===== config.mk =====
export PLATFORM = sky130hd
export DESIGN_NAME = lsu_top
export DESIGN_NICKNAME = d
export VERILOG_FILES = /design/src/logic/amo_pkg.sv /design/src/logic/lsu_pkg.sv /design/src/logic/lsu_req_if.sv /design/src/logic/amo_alu.sv /design/src/logic/load_extend.sv /design/src/logic/lsu_ctrl.sv /design/src/logic/lsu_top.sv /design/src/logic/store_align.sv
export SDC_FILE = /design/constraint.sdc
export NUM_CORES = 1
export LEC_CHECK = 0
export BUFFER_PORTS_ARGS = -buffer_cell sky130_fd_sc_hd__buf_2
export CAP_MARGIN = 40
export CELL_PAD_IN_SITES_DETAIL_PLACEMENT = 1
export CELL_PAD_IN_SITES_GLOBAL_PLACEMENT = 1
export CORE_MARGIN = 1
export CORE_UTILIZATION = 44
export CTS_CLUSTER_DIAMETER = 100
export DETAILED_ROUTE_END_ITERATION = 12
export GPL_ROUTABILITY_DRIVEN = 0
export PLACE_DENSITY_LB_ADDON = 0.1
export SLEW_MARGIN = 20
export SYNTH_ARGS = -nofsm -noshare
export SYNTH_HDL_FRONTEND = slang
export SYNTH_SLANG_ARGS = --single-unit

===== constraint.sdc =====
create_clock -name clk -period 7.4 [get_ports clk]
set_clock_uncertainty 0.05 [all_clocks]
set_input_delay 0.74 -clock clk [delete_from_list [all_inputs] [get_ports clk]]
set_output_delay 0.74 -clock clk [all_outputs]
set_load 0.03 [all_outputs]

===== src/logic/amo_pkg.sv =====
`default_nettype none

package amo_pkg;

    // amo opcode width
    localparam int AMO_OP_W = 4;

    // kind of read-modify-write
    typedef enum logic [AMO_OP_W-1:0] {
        AMO_SWAP = 4'd0,
        AMO_ADD  = 4'd1,
        AMO_XOR  = 4'd2,
        AMO_AND  = 4'd3,
        AMO_OR   = 4'd4,
        // signed compare
        AMO_MIN  = 4'd5,
        AMO_MAX  = 4'd6,
        // unsigned compare
        AMO_MINU = 4'd7,
        AMO_MAXU = 4'd8
    } amo_op_e;

endpackage

`default_nettype wire


===== src/logic/lsu_pkg.sv =====
`default_nettype none

package lsu_pkg;

    // data and address width
    localparam int XLEN = 32;

    // byte lanes per word
    localparam int STRB_W = XLEN / 8;

    // one address or data word
    typedef logic [XLEN-1:0] xlen_t;

    // one strobe bit per byte lane
    typedef logic [STRB_W-1:0] strb_t;

    // memory op carried with each request
    typedef enum logic [3:0] {
        // plain loads
        MEM_LB   = 4'd0,
        MEM_LBU  = 4'd1,
        MEM_LH   = 4'd2,
        MEM_LHU  = 4'd3,
        MEM_LW   = 4'd4,
        // plain stores
        MEM_SB   = 4'd5,
        MEM_SH   = 4'd6,
        MEM_SW   = 4'd7,
        // reservation pair
        MEM_LR_W = 4'd8,
        MEM_SC_W = 4'd9,
        // read-modify-write, kind given by the amo opcode
        MEM_AMO  = 4'd10
    } mem_op_e;

endpackage

`default_nettype wire


===== src/logic/lsu_req_if.sv =====
`timescale 1ns/1ps
`default_nettype none

// accepted request, held by control for the whole access
interface lsu_req_if;

    lsu_pkg::mem_op_e op;
    amo_pkg::amo_op_e amo_op;
    lsu_pkg::xlen_t   addr;
    lsu_pkg::xlen_t   wdata;

    // control owns the registers
    modport ctrl_mp (
        output op, amo_op, addr, wdata
    );

    // datapath blocks only look
    modport data_mp (
        input op, amo_op, addr, wdata
    );

endinterface

`default_nettype wire


===== src/logic/amo_alu.sv =====
`timescale 1ns/1ps
`default_nettype none

module amo_alu (
    lsu_req_if.data_mp             req,
    // old memory word
    input  wire lsu_pkg::xlen_t    loaded_i,
    output lsu_pkg::xlen_t         result_o
);

    logic slt;
    logic ult;

    // old word below the request word
    assign slt = $signed(loaded_i) < $signed(req.wdata);
    assign ult = loaded_i < req.wdata;

    always_comb begin
        case (req.amo_op)
            amo_pkg::AMO_SWAP: begin
                result_o = req.wdata;
            end
            amo_pkg::AMO_ADD: begin
                result_o = loaded_i + req.wdata;
            end
            amo_pkg::AMO_XOR: begin
                result_o = loaded_i ^ req.wdata;
            end
            amo_pkg::AMO_AND: begin
                result_o = loaded_i & req.wdata;
            end
            amo_pkg::AMO_OR: begin
                result_o = loaded_i | req.wdata;
            end
            // signed pair
            amo_pkg::AMO_MIN: begin
                result_o = slt ? loaded_i : req.wdata;
            end
            amo_pkg::AMO_MAX: begin
                result_o = slt ? req.wdata : loaded_i;
            end
            // unsigned pair
            amo_pkg::AMO_MINU: begin
                result_o = ult ? loaded_i : req.wdata;
            end
            amo_pkg::AMO_MAXU: begin
                result_o = ult ? req.wdata : loaded_i;
            end
            default: begin
                // unknown opcode leaves memory as it was
                result_o = loaded_i;
            end
        endcase
    end

endmodule

`default_nettype wire


===== src/logic/load_extend.sv =====
`timescale 1ns/1ps
`default_nettype none

module load_extend (
    lsu_req_if.data_mp             req,
    // word as returned by memory
    input  wire lsu_pkg::xlen_t    rdata_i,
    output lsu_pkg::xlen_t         data_o
);

    logic [4:0]     shamt;
    lsu_pkg::xlen_t shifted;

    // addressed byte moved down to lane 0
    assign shamt   = {req.addr[1:0], 3'b000};
    assign shifted = rdata_i >> shamt;

    always_comb begin
        case (req.op)
            lsu_pkg::MEM_LB: begin
                // sign from bit 7
                data_o = {{24{shifted[7]}}, shifted[7:0]};
            end
            lsu_pkg::MEM_LBU: begin
                data_o = {24'b0, shifted[7:0]};
            end
            lsu_pkg::MEM_LH: begin
                // sign from bit 15
                data_o = {{16{shifted[15]}}, shifted[15:0]};
            end
            lsu_pkg::MEM_LHU: begin
                data_o = {16'b0, shifted[15:0]};
            end
            default: begin
                // full word for lw, lr and amo
                data_o = rdata_i;
            end
        endcase
    end

endmodule

`default_nettype wire


===== src/logic/lsu_ctrl.sv =====
`timescale 1ns/1ps
`default_nettype none

module lsu_ctrl (
    input  wire                    clk,
    input  wire                    rst,
    // request side
    input  wire                    req_valid_i,
    input  wire lsu_pkg::mem_op_e  req_op_i,
    input  wire amo_pkg::amo_op_e  req_amo_op_i,
    input  wire lsu_pkg::xlen_t    req_addr_i,
    input  wire lsu_pkg::xlen_t    req_wdata_i,
    output logic                   req_ready_o,
    // response side
    output logic                   rsp_valid_o,
    input  wire                    rsp_ready_i,
    output lsu_pkg::xlen_t         rsp_data_o,
    output logic                   rsp_misalign_o,
    // memory side
    output logic                   mem_valid_o,
    input  wire                    mem_ready_i,
    output logic                   mem_write_o,
    output lsu_pkg::xlen_t         mem_addr_o,
    input  wire lsu_pkg::xlen_t    mem_rdata_i,
    // extended load value from load_extend
    input  wire lsu_pkg::xlen_t    load_data_i,
    lsu_req_if.ctrl_mp             req,
    // old word of an amo, feeds amo_alu
    output lsu_pkg::xlen_t         loaded_o
);

    typedef enum logic [1:0] {ST_IDLE, ST_READ, ST_WRITE, ST_RSP} state_e;

    state_e           state;
    lsu_pkg::mem_op_e op_q;
    amo_pkg::amo_op_e amo_op_q;
    lsu_pkg::xlen_t   addr_q;
    lsu_pkg::xlen_t   wdata_q;
    lsu_pkg::xlen_t   loaded_q;
    lsu_pkg::xlen_t   rsp_data_q;
    logic             rsp_misalign_q;
    logic             resv_valid;
    lsu_pkg::xlen_t   resv_addr;
    logic             accept;
    logic             misalign_in;
    logic             sc_hit;

    // halfwords need bit 0 clear, word-sized ops need both low bits clear
    function automatic logic is_misaligned(input lsu_pkg::mem_op_e op, input logic [1:0] off);
        logic bad;
        case (op)
            lsu_pkg::MEM_LH, lsu_pkg::MEM_LHU, lsu_pkg::MEM_SH: bad = off[0];
            lsu_pkg::MEM_LB, lsu_pkg::MEM_LBU, lsu_pkg::MEM_SB: bad = 1'b0;
            default: bad = |off;
        endcase
        return bad;
    endfunction

    assign accept      = req_valid_i & req_ready_o;
    assign misalign_in = is_misaligned(req_op_i, req_addr_i[1:0]);
    // sc succeeds only against a live reservation on the same word
    assign sc_hit      = resv_valid && (resv_addr == req_addr_i);

    // sequencing and reservation flag
    always_ff @(posedge clk or posedge rst) begin
        if (rst) begin
            state      <= ST_IDLE;
            resv_valid <= 1'b0;
        end else begin
            case (state)
                ST_IDLE: begin
                    if (accept) begin
                        if (misalign_in) begin
                            // no transfer, reservation untouched
                            state <= ST_RSP;
                        end else begin
                            case (req_op_i)
                                lsu_pkg::MEM_SB, lsu_pkg::MEM_SH, lsu_pkg::MEM_SW: begin
                                    state      <= ST_WRITE;
                                    resv_valid <= 1'b0;
                                end
                                lsu_pkg::MEM_SC_W: begin
                                    state      <= sc_hit ? ST_WRITE : ST_RSP;
                                    resv_valid <= 1'b0;
                                end
                                lsu_pkg::MEM_LR_W: begin
                                    state      <= ST_READ;
                                    resv_valid <= 1'b1;
                                end
                                lsu_pkg::MEM_AMO: begin
                                    state      <= ST_READ;
                                    resv_valid <= 1'b0;
                                end
                                // plain loads keep the reservation
                                default: state <= ST_READ;
                            endcase
                        end
                    end
                end
                ST_READ: begin
                    // amo goes on to its write half
                    if (mem_ready_i) begin
                        state <= (op_q == lsu_pkg::MEM_AMO) ? ST_WRITE : ST_RSP;
                    end
                end
                ST_WRITE: begin
                    if (mem_ready_i) begin
                        state <= ST_RSP;
                    end
                end
                ST_RSP: begin
                    // held here under back-pressure
                    if (rsp_ready_i) begin
                        state <= ST_IDLE;
                    end
                end
                default: state <= ST_IDLE;
            endcase
        end
    end

    // request, reservation address and response payload
    always_ff @(posedge clk) begin
        if (accept) begin
            op_q           <= req_op_i;
            amo_op_q       <= req_amo_op_i;
            addr_q         <= req_addr_i;
            wdata_q        <= req_wdata_i;
            rsp_misalign_q <= misalign_in;
            if (misalign_in) begin
                rsp_data_q <= '0;
            end else if (req_op_i == lsu_pkg::MEM_SC_W && !sc_hit) begin
                // failed sc reports 1
                rsp_data_q <= lsu_pkg::xlen_t'(1);
            end
            if (req_op_i == lsu_pkg::MEM_LR_W && !misalign_in) begin
                resv_addr <= req_addr_i;
            end
        end
        if (state == ST_READ && mem_ready_i) begin
            loaded_q   <= mem_rdata_i;
            // extended value for loads, raw word for lr and amo
            rsp_data_q <= load_data_i;
        end
        if (state == ST_WRITE && mem_ready_i) begin
            // amo returns the old word, stores and sc return zero
            rsp_data_q <= (op_q == lsu_pkg::MEM_AMO) ? loaded_q : '0;
        end
    end

    // decoded outputs
    assign req_ready_o    = (state == ST_IDLE);
    assign rsp_valid_o    = (state == ST_RSP);
    assign mem_valid_o    = (state == ST_READ) || (state == ST_WRITE);
    assign mem_write_o    = (state == ST_WRITE);
    assign mem_addr_o     = {addr_q[lsu_pkg::XLEN-1:2], 2'b00};
    assign rsp_data_o     = rsp_data_q;
    assign rsp_misalign_o = rsp_misalign_q;
    assign loaded_o       = loaded_q;

    // held request to the datapath
    assign req.op     = op_q;
    assign req.amo_op = amo_op_q;
    assign req.addr   = addr_q;
    assign req.wdata  = wdata_q;

endmodule

`default_nettype wire


===== src/logic/lsu_top.sv =====
`timescale 1ns/1ps
`default_nettype none

module lsu_top (
    input  wire                    clk,
    input  wire                    rst,
    // request
    input  wire                    req_valid_i,
    input  wire lsu_pkg::mem_op_e  req_op_i,
    input  wire amo_pkg::amo_op_e  req_amo_op_i,
    input  wire lsu_pkg::xlen_t    req_addr_i,
    input  wire lsu_pkg::xlen_t    req_wdata_i,
    output wire                    req_ready_o,
    // response
    output wire                    rsp_valid_o,
    input  wire                    rsp_ready_i,
    output wire lsu_pkg::xlen_t    rsp_data_o,
    output wire                    rsp_misalign_o,
    // data memory
    output wire                    mem_valid_o,
    input  wire                    mem_ready_i,
    output wire                    mem_write_o,
    output wire lsu_pkg::xlen_t    mem_addr_o,
    output wire lsu_pkg::strb_t    mem_wstrb_o,
    output wire lsu_pkg::xlen_t    mem_wdata_o,
    input  wire lsu_pkg::xlen_t    mem_rdata_i
);

    lsu_pkg::xlen_t load_data;
    lsu_pkg::xlen_t loaded;
    lsu_pkg::xlen_t amo_result;
    lsu_pkg::strb_t wstrb;

    // held request shared by control and datapath
    lsu_req_if req_bus ();

    lsu_ctrl u_ctrl (
        .clk            (clk),
        .rst            (rst),
        .req_valid_i    (req_valid_i),
        .req_op_i       (req_op_i),
        .req_amo_op_i   (req_amo_op_i),
        .req_addr_i     (req_addr_i),
        .req_wdata_i    (req_wdata_i),
        .req_ready_o    (req_ready_o),
        .rsp_valid_o    (rsp_valid_o),
        .rsp_ready_i    (rsp_ready_i),
        .rsp_data_o     (rsp_data_o),
        .rsp_misalign_o (rsp_misalign_o),
        .mem_valid_o    (mem_valid_o),
        .mem_ready_i    (mem_ready_i),
        .mem_write_o    (mem_write_o),
        .mem_addr_o     (mem_addr_o),
        .mem_rdata_i    (mem_rdata_i),
        .load_data_i    (load_data),
        .req            (req_bus.ctrl_mp),
        .loaded_o       (loaded)
    );

    store_align u_store_align (
        .req          (req_bus.data_mp),
        .amo_result_i (amo_result),
        .wstrb_o      (wstrb),
        .wdata_o      (mem_wdata_o)
    );

    load_extend u_load_extend (
        .req     (req_bus.data_mp),
        .rdata_i (mem_rdata_i),
        .data_o  (load_data)
    );

    amo_alu u_amo_alu (
        .req      (req_bus.data_mp),
        .loaded_i (loaded),
        .result_o (amo_result)
    );

    // strobes only mean something on a write
    assign mem_wstrb_o = mem_write_o ? wstrb : '0;

endmodule

`default_nettype wire


===== src/logic/store_align.sv =====
`timescale 1ns/1ps
`default_nettype none

module store_align (
    lsu_req_if.data_mp             req,
    // new word from amo_alu
    input  wire lsu_pkg::xlen_t    amo_result_i,
    output lsu_pkg::strb_t         wstrb_o,
    output lsu_pkg::xlen_t         wdata_o
);

    logic [1:0] offset;
    logic [4:0] shamt;

    // byte offset inside the word
    assign offset = req.addr[1:0];
    // eight bits per byte of offset
    assign shamt  = {offset, 3'b000};

    always_comb begin
        case (req.op)
            lsu_pkg::MEM_SB: begin
                wstrb_o = lsu_pkg::strb_t'(4'b0001) << offset;
                wdata_o = req.wdata << shamt;
            end
            lsu_pkg::MEM_SH: begin
                wstrb_o = lsu_pkg::strb_t'(4'b0011) << offset;
                wdata_o = req.wdata << shamt;
            end
            lsu_pkg::MEM_SW: begin
                // aligned, offset is zero
                wstrb_o = '1;
                wdata_o = req.wdata;
            end
            lsu_pkg::MEM_SC_W: begin
                wstrb_o = '1;
                wdata_o = req.wdata;
            end
            lsu_pkg::MEM_AMO: begin
                // write half writes the alu result
                wstrb_o = '1;
                wdata_o = amo_result_i;
            end
            default: begin
                // loads and lr never write
                wstrb_o = '0;
                wdata_o = req.wdata;
            end
        endcase
    end

endmodule

`default_nettype wire


==> summary.txt, run 1 <==
Die
  • Initial Utilization: 44.9%
  • Core outline area: 0.0279 mm²
  • Die W: about 170 µm
  • Die area: 0.0292 mm²
  • Die H: 171 µm
  • Row cnt: 61
  • # IOs: 214

Synth
  • Synth Warn #: 0
  • Top-area cell type share of the netlist area: about 40%
  • Post-Syn Area: 0.0125 mm²
  • Gate Count Post-Synth: around 1300
  • Ys async rst share: 1.74%
  • Leading post-synthesis cells by cell area: edfxtp_1 40%, ha_1 10%, nand2_1 4.6%
  • Post-synth EDFFs: 169
  • Synthesized flop and latch total: 172
  • Syn_area_per_cell: roughly 9.6 µm²
  • Post-synth top area cell: edfxtp_1
  • Unique masters post-synth: 78
  • Top FF cell, synth: edfxtp_1
  • Register area share after synthesis: 41.1%

STA
  • Max Slew Vio Count: 0
  • Final Cycle Share: roughly three quarters
  • Final Hold Fails: 0
  • Relative slew slack: a little over two fifths
  • Fin Hold WS: between 0.1 and 0.15 ns
  • Max Clock Freq: 178 MHz
  • Worst-Margin Slew: 0.864 ns
  • Setup-failing EPs final: 0
  • RSZ-0062 raised after global routing: false
  • Post-route minimum period: 5.61 ns
  • Setup TNS Final: 0 ns

Clock network
  • Clock Tree Root: clkbuf_16
  • CTS clk-pin slew, worst paths: 0.09 ns
  • Hold_buf cts: 0
  • # Post-CTS Setup Buffers: 0
  • Clock sink count: 172
  • H-Tree Depth: 4
  • TritonCTS clock tree: built
  • Gates resized, CTS repair: 0
  • Latest clock arrival within the worst-skew pair: 0.46 ns
  • Inserted Clock Buffers: 17
  • Max Root-Sink Buffers: 2

Routing
  • DR vias: around 11000
  • Iter 0 DRT Violations: 1178
  • Wire length per cell: 25.1 µm
  • DR pass1 iterations: 5
  • Final wirelength: 46.7 mm
  • Vias/cell: 6.17
  • DRC: 0
  • DRT antenna net count: 0

Setup path
  • Crit path arrival time: 4.82 ns
  • Worst EP required: 6.61 ns
  • Worst setup path class: register to output port
  • Critical path fanouts, max: 11
  • Setup crit start kind: register
  • Setup crit end kind: output port

GRT
  • Global-route wire length before repair: 70.3 mm
  • Initial antenna violation count: 3
  • Largest net degree at the start of global routing: 44
  • GRT Util Overall: 32.6%
  • Global route total overflow: 0
  • Vias in the first global route: 11697

Placed design
  • Cell Area, Placed: between 0.01 and 0.015 mm²
  • HPWL after DPL: between 30 and 40 mm
  • IO buf count: 211

Finish
  • Final Instance Area: 0.0144 mm²
  • Nets: around 1700
  • Ratio of cells with drive above 1 in the final layout: 21.3%
  • Layout fillers: 3267
  • Area delta synth->final: 14.7%

Power and ir drop
  • Leakage: approximately 5.9 nW
  • Power Density: 294 mW/mm²
  • Peak supply drop: approximately 0.00026 V

Run
  • Max Cap Violations: 0

Min path
  • Hold Path Class: input port to asynchronous set/reset pin

Run status
  • Run status: complete, no violations
-- path summary, 6_finish.rpt --
kind | end | cells past startpoint | startpoint | slack (ns)
worst min-delay path | u_ctrl.resv_valid | 2 | rst | 0.11
worst max register to register | u_ctrl.rsp_data_o[2] | 8 | u_ctrl.resv_addr[7] | 4.18
min in group clk | u_ctrl.req.amo_op[0] | 1 | req_amo_op_i[0] | 0.40
worst max-delay path | mem_wdata_o[15] | 12 | u_ctrl.req.wdata[29] | 1.79
max in group asynchronous | u_ctrl.state[0] | 2 | rst | 7.06
worst min register to register | u_ctrl.state[1] | 2 | u_ctrl.state[1] | 0.52
-- layout by cell type, fill, tap and decap left out, drive strengths merged, types with 9 or more instances in the layout --
| master | count |
|---|---|
| a21oi | 89 |
| a221o | 17 |
| a221oi | 24 |
| a22o | 11 |
| a22oi | 28 |
| a31oi | 12 |
| buf | 234 |
| clkbuf | 17 |
| edfxtp | 169 |
| ha | 100 |
| inv | 100 |
| mux2i | 20 |
| nand2 | 154 |
| nand3 | 23 |
| nand4 | 14 |
| nor2 | 80 |
| nor2b | 13 |
| nor3 | 28 |
| nor4 | 9 |
| o211ai | 15 |
| o21a | 13 |
| o21ai | 114 |
| o221ai | 9 |
| o31ai | 10 |
| xnor2 | 39 |
-- registers in the layout, summed over array words and instances, names as in the netlist --
name	flops
u_ctrl.req.addr	32
u_ctrl.req.amo_op	4
u_ctrl.state	2
u_ctrl.loaded_o	32
u_ctrl.req.op	4
u_ctrl.rsp_misalign_o	1
u_ctrl.req.wdata	32
u_ctrl.rsp_data_o	32
u_ctrl.resv_valid	1
u_ctrl.resv_addr	32
-- cell type report --
class                      instances  area [µm²]  area share [%]
antenna                            2        5.00          0.0348
tap                              378         473            3.29
timing repair buffer             234        1290            8.95
multi-input combinational        947        6540            45.5
clock inverter                    15         156            1.09
sequential                       172        5150            35.8
inverter                          92         347            2.41
clock buffer                      17         425            2.96
-- metal layers --
metal	global-route usage (%)	part of all wire, %
met5	0	0.049
met4	14.4	3.9
met3	6.41	6.8
met2	53.8	47
met1	41.4	42
-- kinds of logic after synthesis --
kind of cell	after synthesis	share of synthesized area (%)
multiplexers	30	3.21
AND/OR/NAND/NOR	366	13.6
XOR/XNOR	47	3.28
other	1	0.0299
AO/OA/AOI/OAI	401	21.6
flip-flops	172	41.1
buffers and inverters	194	7.08
adder cells (fa/ha/maj)	101	10.1
-- where the power goes --
part | total [mW] | leakage [nW] | internal, mW | switching, mW
clock network | 0.933 | 0.282 | 0.479 | 0.455
registers | 1.46 | 1.59 | 1.29 | 0.172
logic | 1.84 | 4.02 | 0.581 | 1.25
total | 4.23 | 5.89 | 2.35 | 1.88
-- metrics by stage --
step / cells / total power, mW / setup slack (ns) / util, %
after global placement: 1816 / 3.23 / 2.18 / 49.0
after detailed placement: 1823 / 3.28 / 2.37 / 49.4
after floorplan: 1313 / 2.68 / 1.76 / -
after global routing: 1855 / 4.42 / 1.53 / 51.5
final: 1857 / 4.23 / 1.79 / 51.5
after CTS: 1855 / 4.23 / 1.83 / 51.5
-- Yosys cell counts (19+ instances only) --
master,number
a21oi_1,88
a221oi_1,19
a22oi_1,28
buf_4,35
clkbuf_1,55
edfxtp_1,169
ha_1,100
inv_1,89
mux2i_1,20
nand2_1,154
nand3_1,23
nor2_1,79
nor3_1,28
o21ai_0,111
xnor2_1,39
-- critical path, cell delays in order, from the launching register on --
cell and delay (ns):
edfxtp_1 0.52, inv_1 0.15, ha_1 0.44, nor4_2 0.44, nand4_1 0.25, nor4b_2 0.45, o21ai_1 0.22, o22ai_1 0.38
o31ai_4 0.11, a31oi_4 0.44, or2_1 0.45, a221o_1 0.28, buf_2 0.22
(Power assumes the default switching activity.)
==> run 2: changes to the inputs <==
CORE_UTILIZATION = 40   (was 44)
clock period = 4.9 ns   (was 7.4 ns; I/O delays follow)
==> summary.txt, run 2 (synthesis gave the netlist of run 1 again) <==
Power and ir drop
  • Power Density: 446 mW/mm²
  • Total Power: between 6 and 7 mW
  • Leakage: 6.16 nW
  • Peak supply drop: 0.000404 V

Die
  • # IOs: 214
  • Die W: between 150 and 200 µm
  • Row cnt: 64
  • Initial Utilization: 40.8%
  • Core outline area: 0.0307 mm²
  • Die H: 179 µm
  • Die area: ~0.032 mm²

Routing
  • Top Layer Used: met5
  • Final wirelength: roughly 49 mm
  • DRC: 0
  • Wire length per cell: 25.7 µm
  • Vias/cell: 6.04
  • WL met3: 3.84 mm
  • DR vias: 11630
  • Met2 WL: 23.0 mm
  • DR pass1 iterations: 5
  • Wire length on met1: roughly 21 mm
  • Iter 0 DRT Violations: ~1000
  • DRT antenna net count: 0

Setup path
  • CP most frequent cell: a21oi_1
  • CP bufs+invs: 2
  • Worst EP required: between 4 and 5 ns
  • Critical path fanouts, max: 12
  • Crit path depth: 12
  • Critical Path, Cell by Cell: inv_1 > ha_1 > nor2b_1 > o21ai_0 > a21oi_1 > or4_4 > o211ai_1 > a21oi_1 > or3_4 > and2_1 > a221o_1 > buf_2
  • CP top delay family: simple AND/OR/NAND/NOR gates
  • Setup crit end kind: output port
  • Setup crit start kind: register
  • Worst setup path class: register to output port
  • Crit-path max cell delay: 0.59 ns
  • R2r worst-path depth: 8
  • Crit path arrival time: 4.25 ns
  • Slowest-stage cell, CP: or4_4

Clock network
  • Max Root-Sink Buffers: 2
  • Clock Tree Root: clkbuf_16
  • CTS clk-pin slew, worst paths: roughly 0.1 ns
  • TritonCTS clock tree: built
  • Inserted Clock Buffers: 17
  • H-Tree Depth: 4
  • Clock sink count: 172
  • Latest clock arrival within the worst-skew pair: about 0.47 ns

Finish
  • Layout fillers: 3613
  • Area delta synth->final: 18.6%
  • Register area: 0.00515 mm²
  • Most common cell after layout, fill and taps aside: buf_2
  • Final Core Density: roughly half
  • Final std cells w/o fill: 1927
  • Multi-input logic area: 0.00662 mm²
  • Ratio of cells with drive above 1 in the final layout: 24.1%
  • Nets: about 1700
  • Commonest cells after routing, fill and taps aside: 211 x buf_2, 169 x edfxtp_1, 153 x nand2_1, 108 x o21ai_0, 97 x ha_1

Min path
  • Hold Path Stages: 1
  • Hold Path Class: input port to register

STA
  • Final Hold Fails: 0
  • RSZ-0062 raised after global routing: true
  • Setup TNS Final: 0 ns
  • Final Cycle Share: a little over nine tenths
  • Max Clock Freq: ~210 MHz
  • Worst-Margin Slew: 0.860 ns
  • Max Slew Vio Count: 0
  • Post-route minimum period: 4.79 ns
  • Relative slew slack: 42.7%
  • Setup-failing EPs final: 0

Placed design
  • HPWL after DPL: 36.8 mm
  • Placed cells: 1885
  • IO buf count: 211

GRT
  • GRT Util Overall: a little under a third
  • Global-route wire length before repair: around 72 mm
  • Largest net degree at the start of global routing: 44
  • Global route total overflow: 0
  • Vias in the first global route: 11731
  • Initial antenna violation count: 7

Run
  • Max Cap Violations: 0

Run status
  • Run status: complete, no violations
==> run 2: cell types whose count changed in the layout (fill, tap and decap cells not counted), moves of 2 or more <==
cell,delta
nor2_1,+3
diode_2,+2
nor4_2,-3
nor4_4,+3
buf_4,+52
ha_1,-3
nor2_2,-3
ha_2,+2
clkinv_4,+2
o21ai_0,-2
==> run 2: final cells by class <==
| type | count | area share (%) |
|---|---|---|
| flip-flops and latches | 172 | 34.6 |
| clock buffers | 17 | 2.86 |
| diodes | 4 | 0.0673 |
| clock inverters | 15 | 1.21 |
| multi-input cells | 947 | 44.6 |
| well taps | 396 | 3.33 |
| inverters | 92 | 2.33 |
| repair buffers | 284 | 11.0 |
==> run 2: power by group <==
group          switching [mW]  total, mW  leakage, nW  internal (mW)
Combinational            2.02       3.00         4.27          0.972
Clock                   0.708       1.48        0.292          0.773
Sequential              0.205       2.15         1.59           1.95
Total                    2.94       6.63         6.16           3.69
==> run 2: worst register-to-register path, cell delays in order (launching register included) <==
cell and delay, ns:
edfxtp_1 0.40, xnor2_1 0.21, nand4_1 0.12, nor4_1 0.53, nand4_1 0.27, or4_1 0.61, a31oi_1 0.36, o21ai_4 0.25
buf_16 0.25
==> run 2: worst paths after layout <==
kind	startpoint	to	slack [ns]
worst max-delay path	u_ctrl.req.wdata[17]	mem_wdata_o[20]	0.11
worst min-delay path	req_amo_op_i[2]	u_ctrl.req.amo_op[2]	0.14
worst max register to register	u_ctrl.resv_addr[0]	u_ctrl.rsp_data_o[3]	1.60
worst min register to register	u_ctrl.resv_valid	u_ctrl.resv_valid	0.54
max in group asynchronous	rst	u_ctrl.state[0]	4.23
min in group asynchronous	rst	u_ctrl.resv_valid	0.41
==> run 2: routing by layer <==
| layer | up-vias | global-route usage [%] |
|---|---|---|
| met3 | 100 | 6.38 |
| met5 | - | 0 |
| li1 | 5227 | - |
| met1 | 5790 | 40.6 |
| met4 | 6 | 12.1 |
| met2 | 507 | 50.4 |
==> run 2: per-stage QoR <==
stage	area (µm²)	setup slack, ns	hold WS (ns)
floorplan	12500	0.333	0.194
global placement	14000	0.537	0.320
detailed placement	14100	0.479	0.320
CTS	14700	0.0266	0.125
global route	14900	-0.0821	0.125
finish	14900	0.113	0.139
==> run 2: what timing repair did <==
item / CTS / global route
gates resized for setup: 1 / 18
setup buffers: 2 / 3
pin swaps: 1 / 2
hold endpoints to repair: 3 / 0
hold buffers: 1 / 0
setup endpoints to repair: 3 / 27
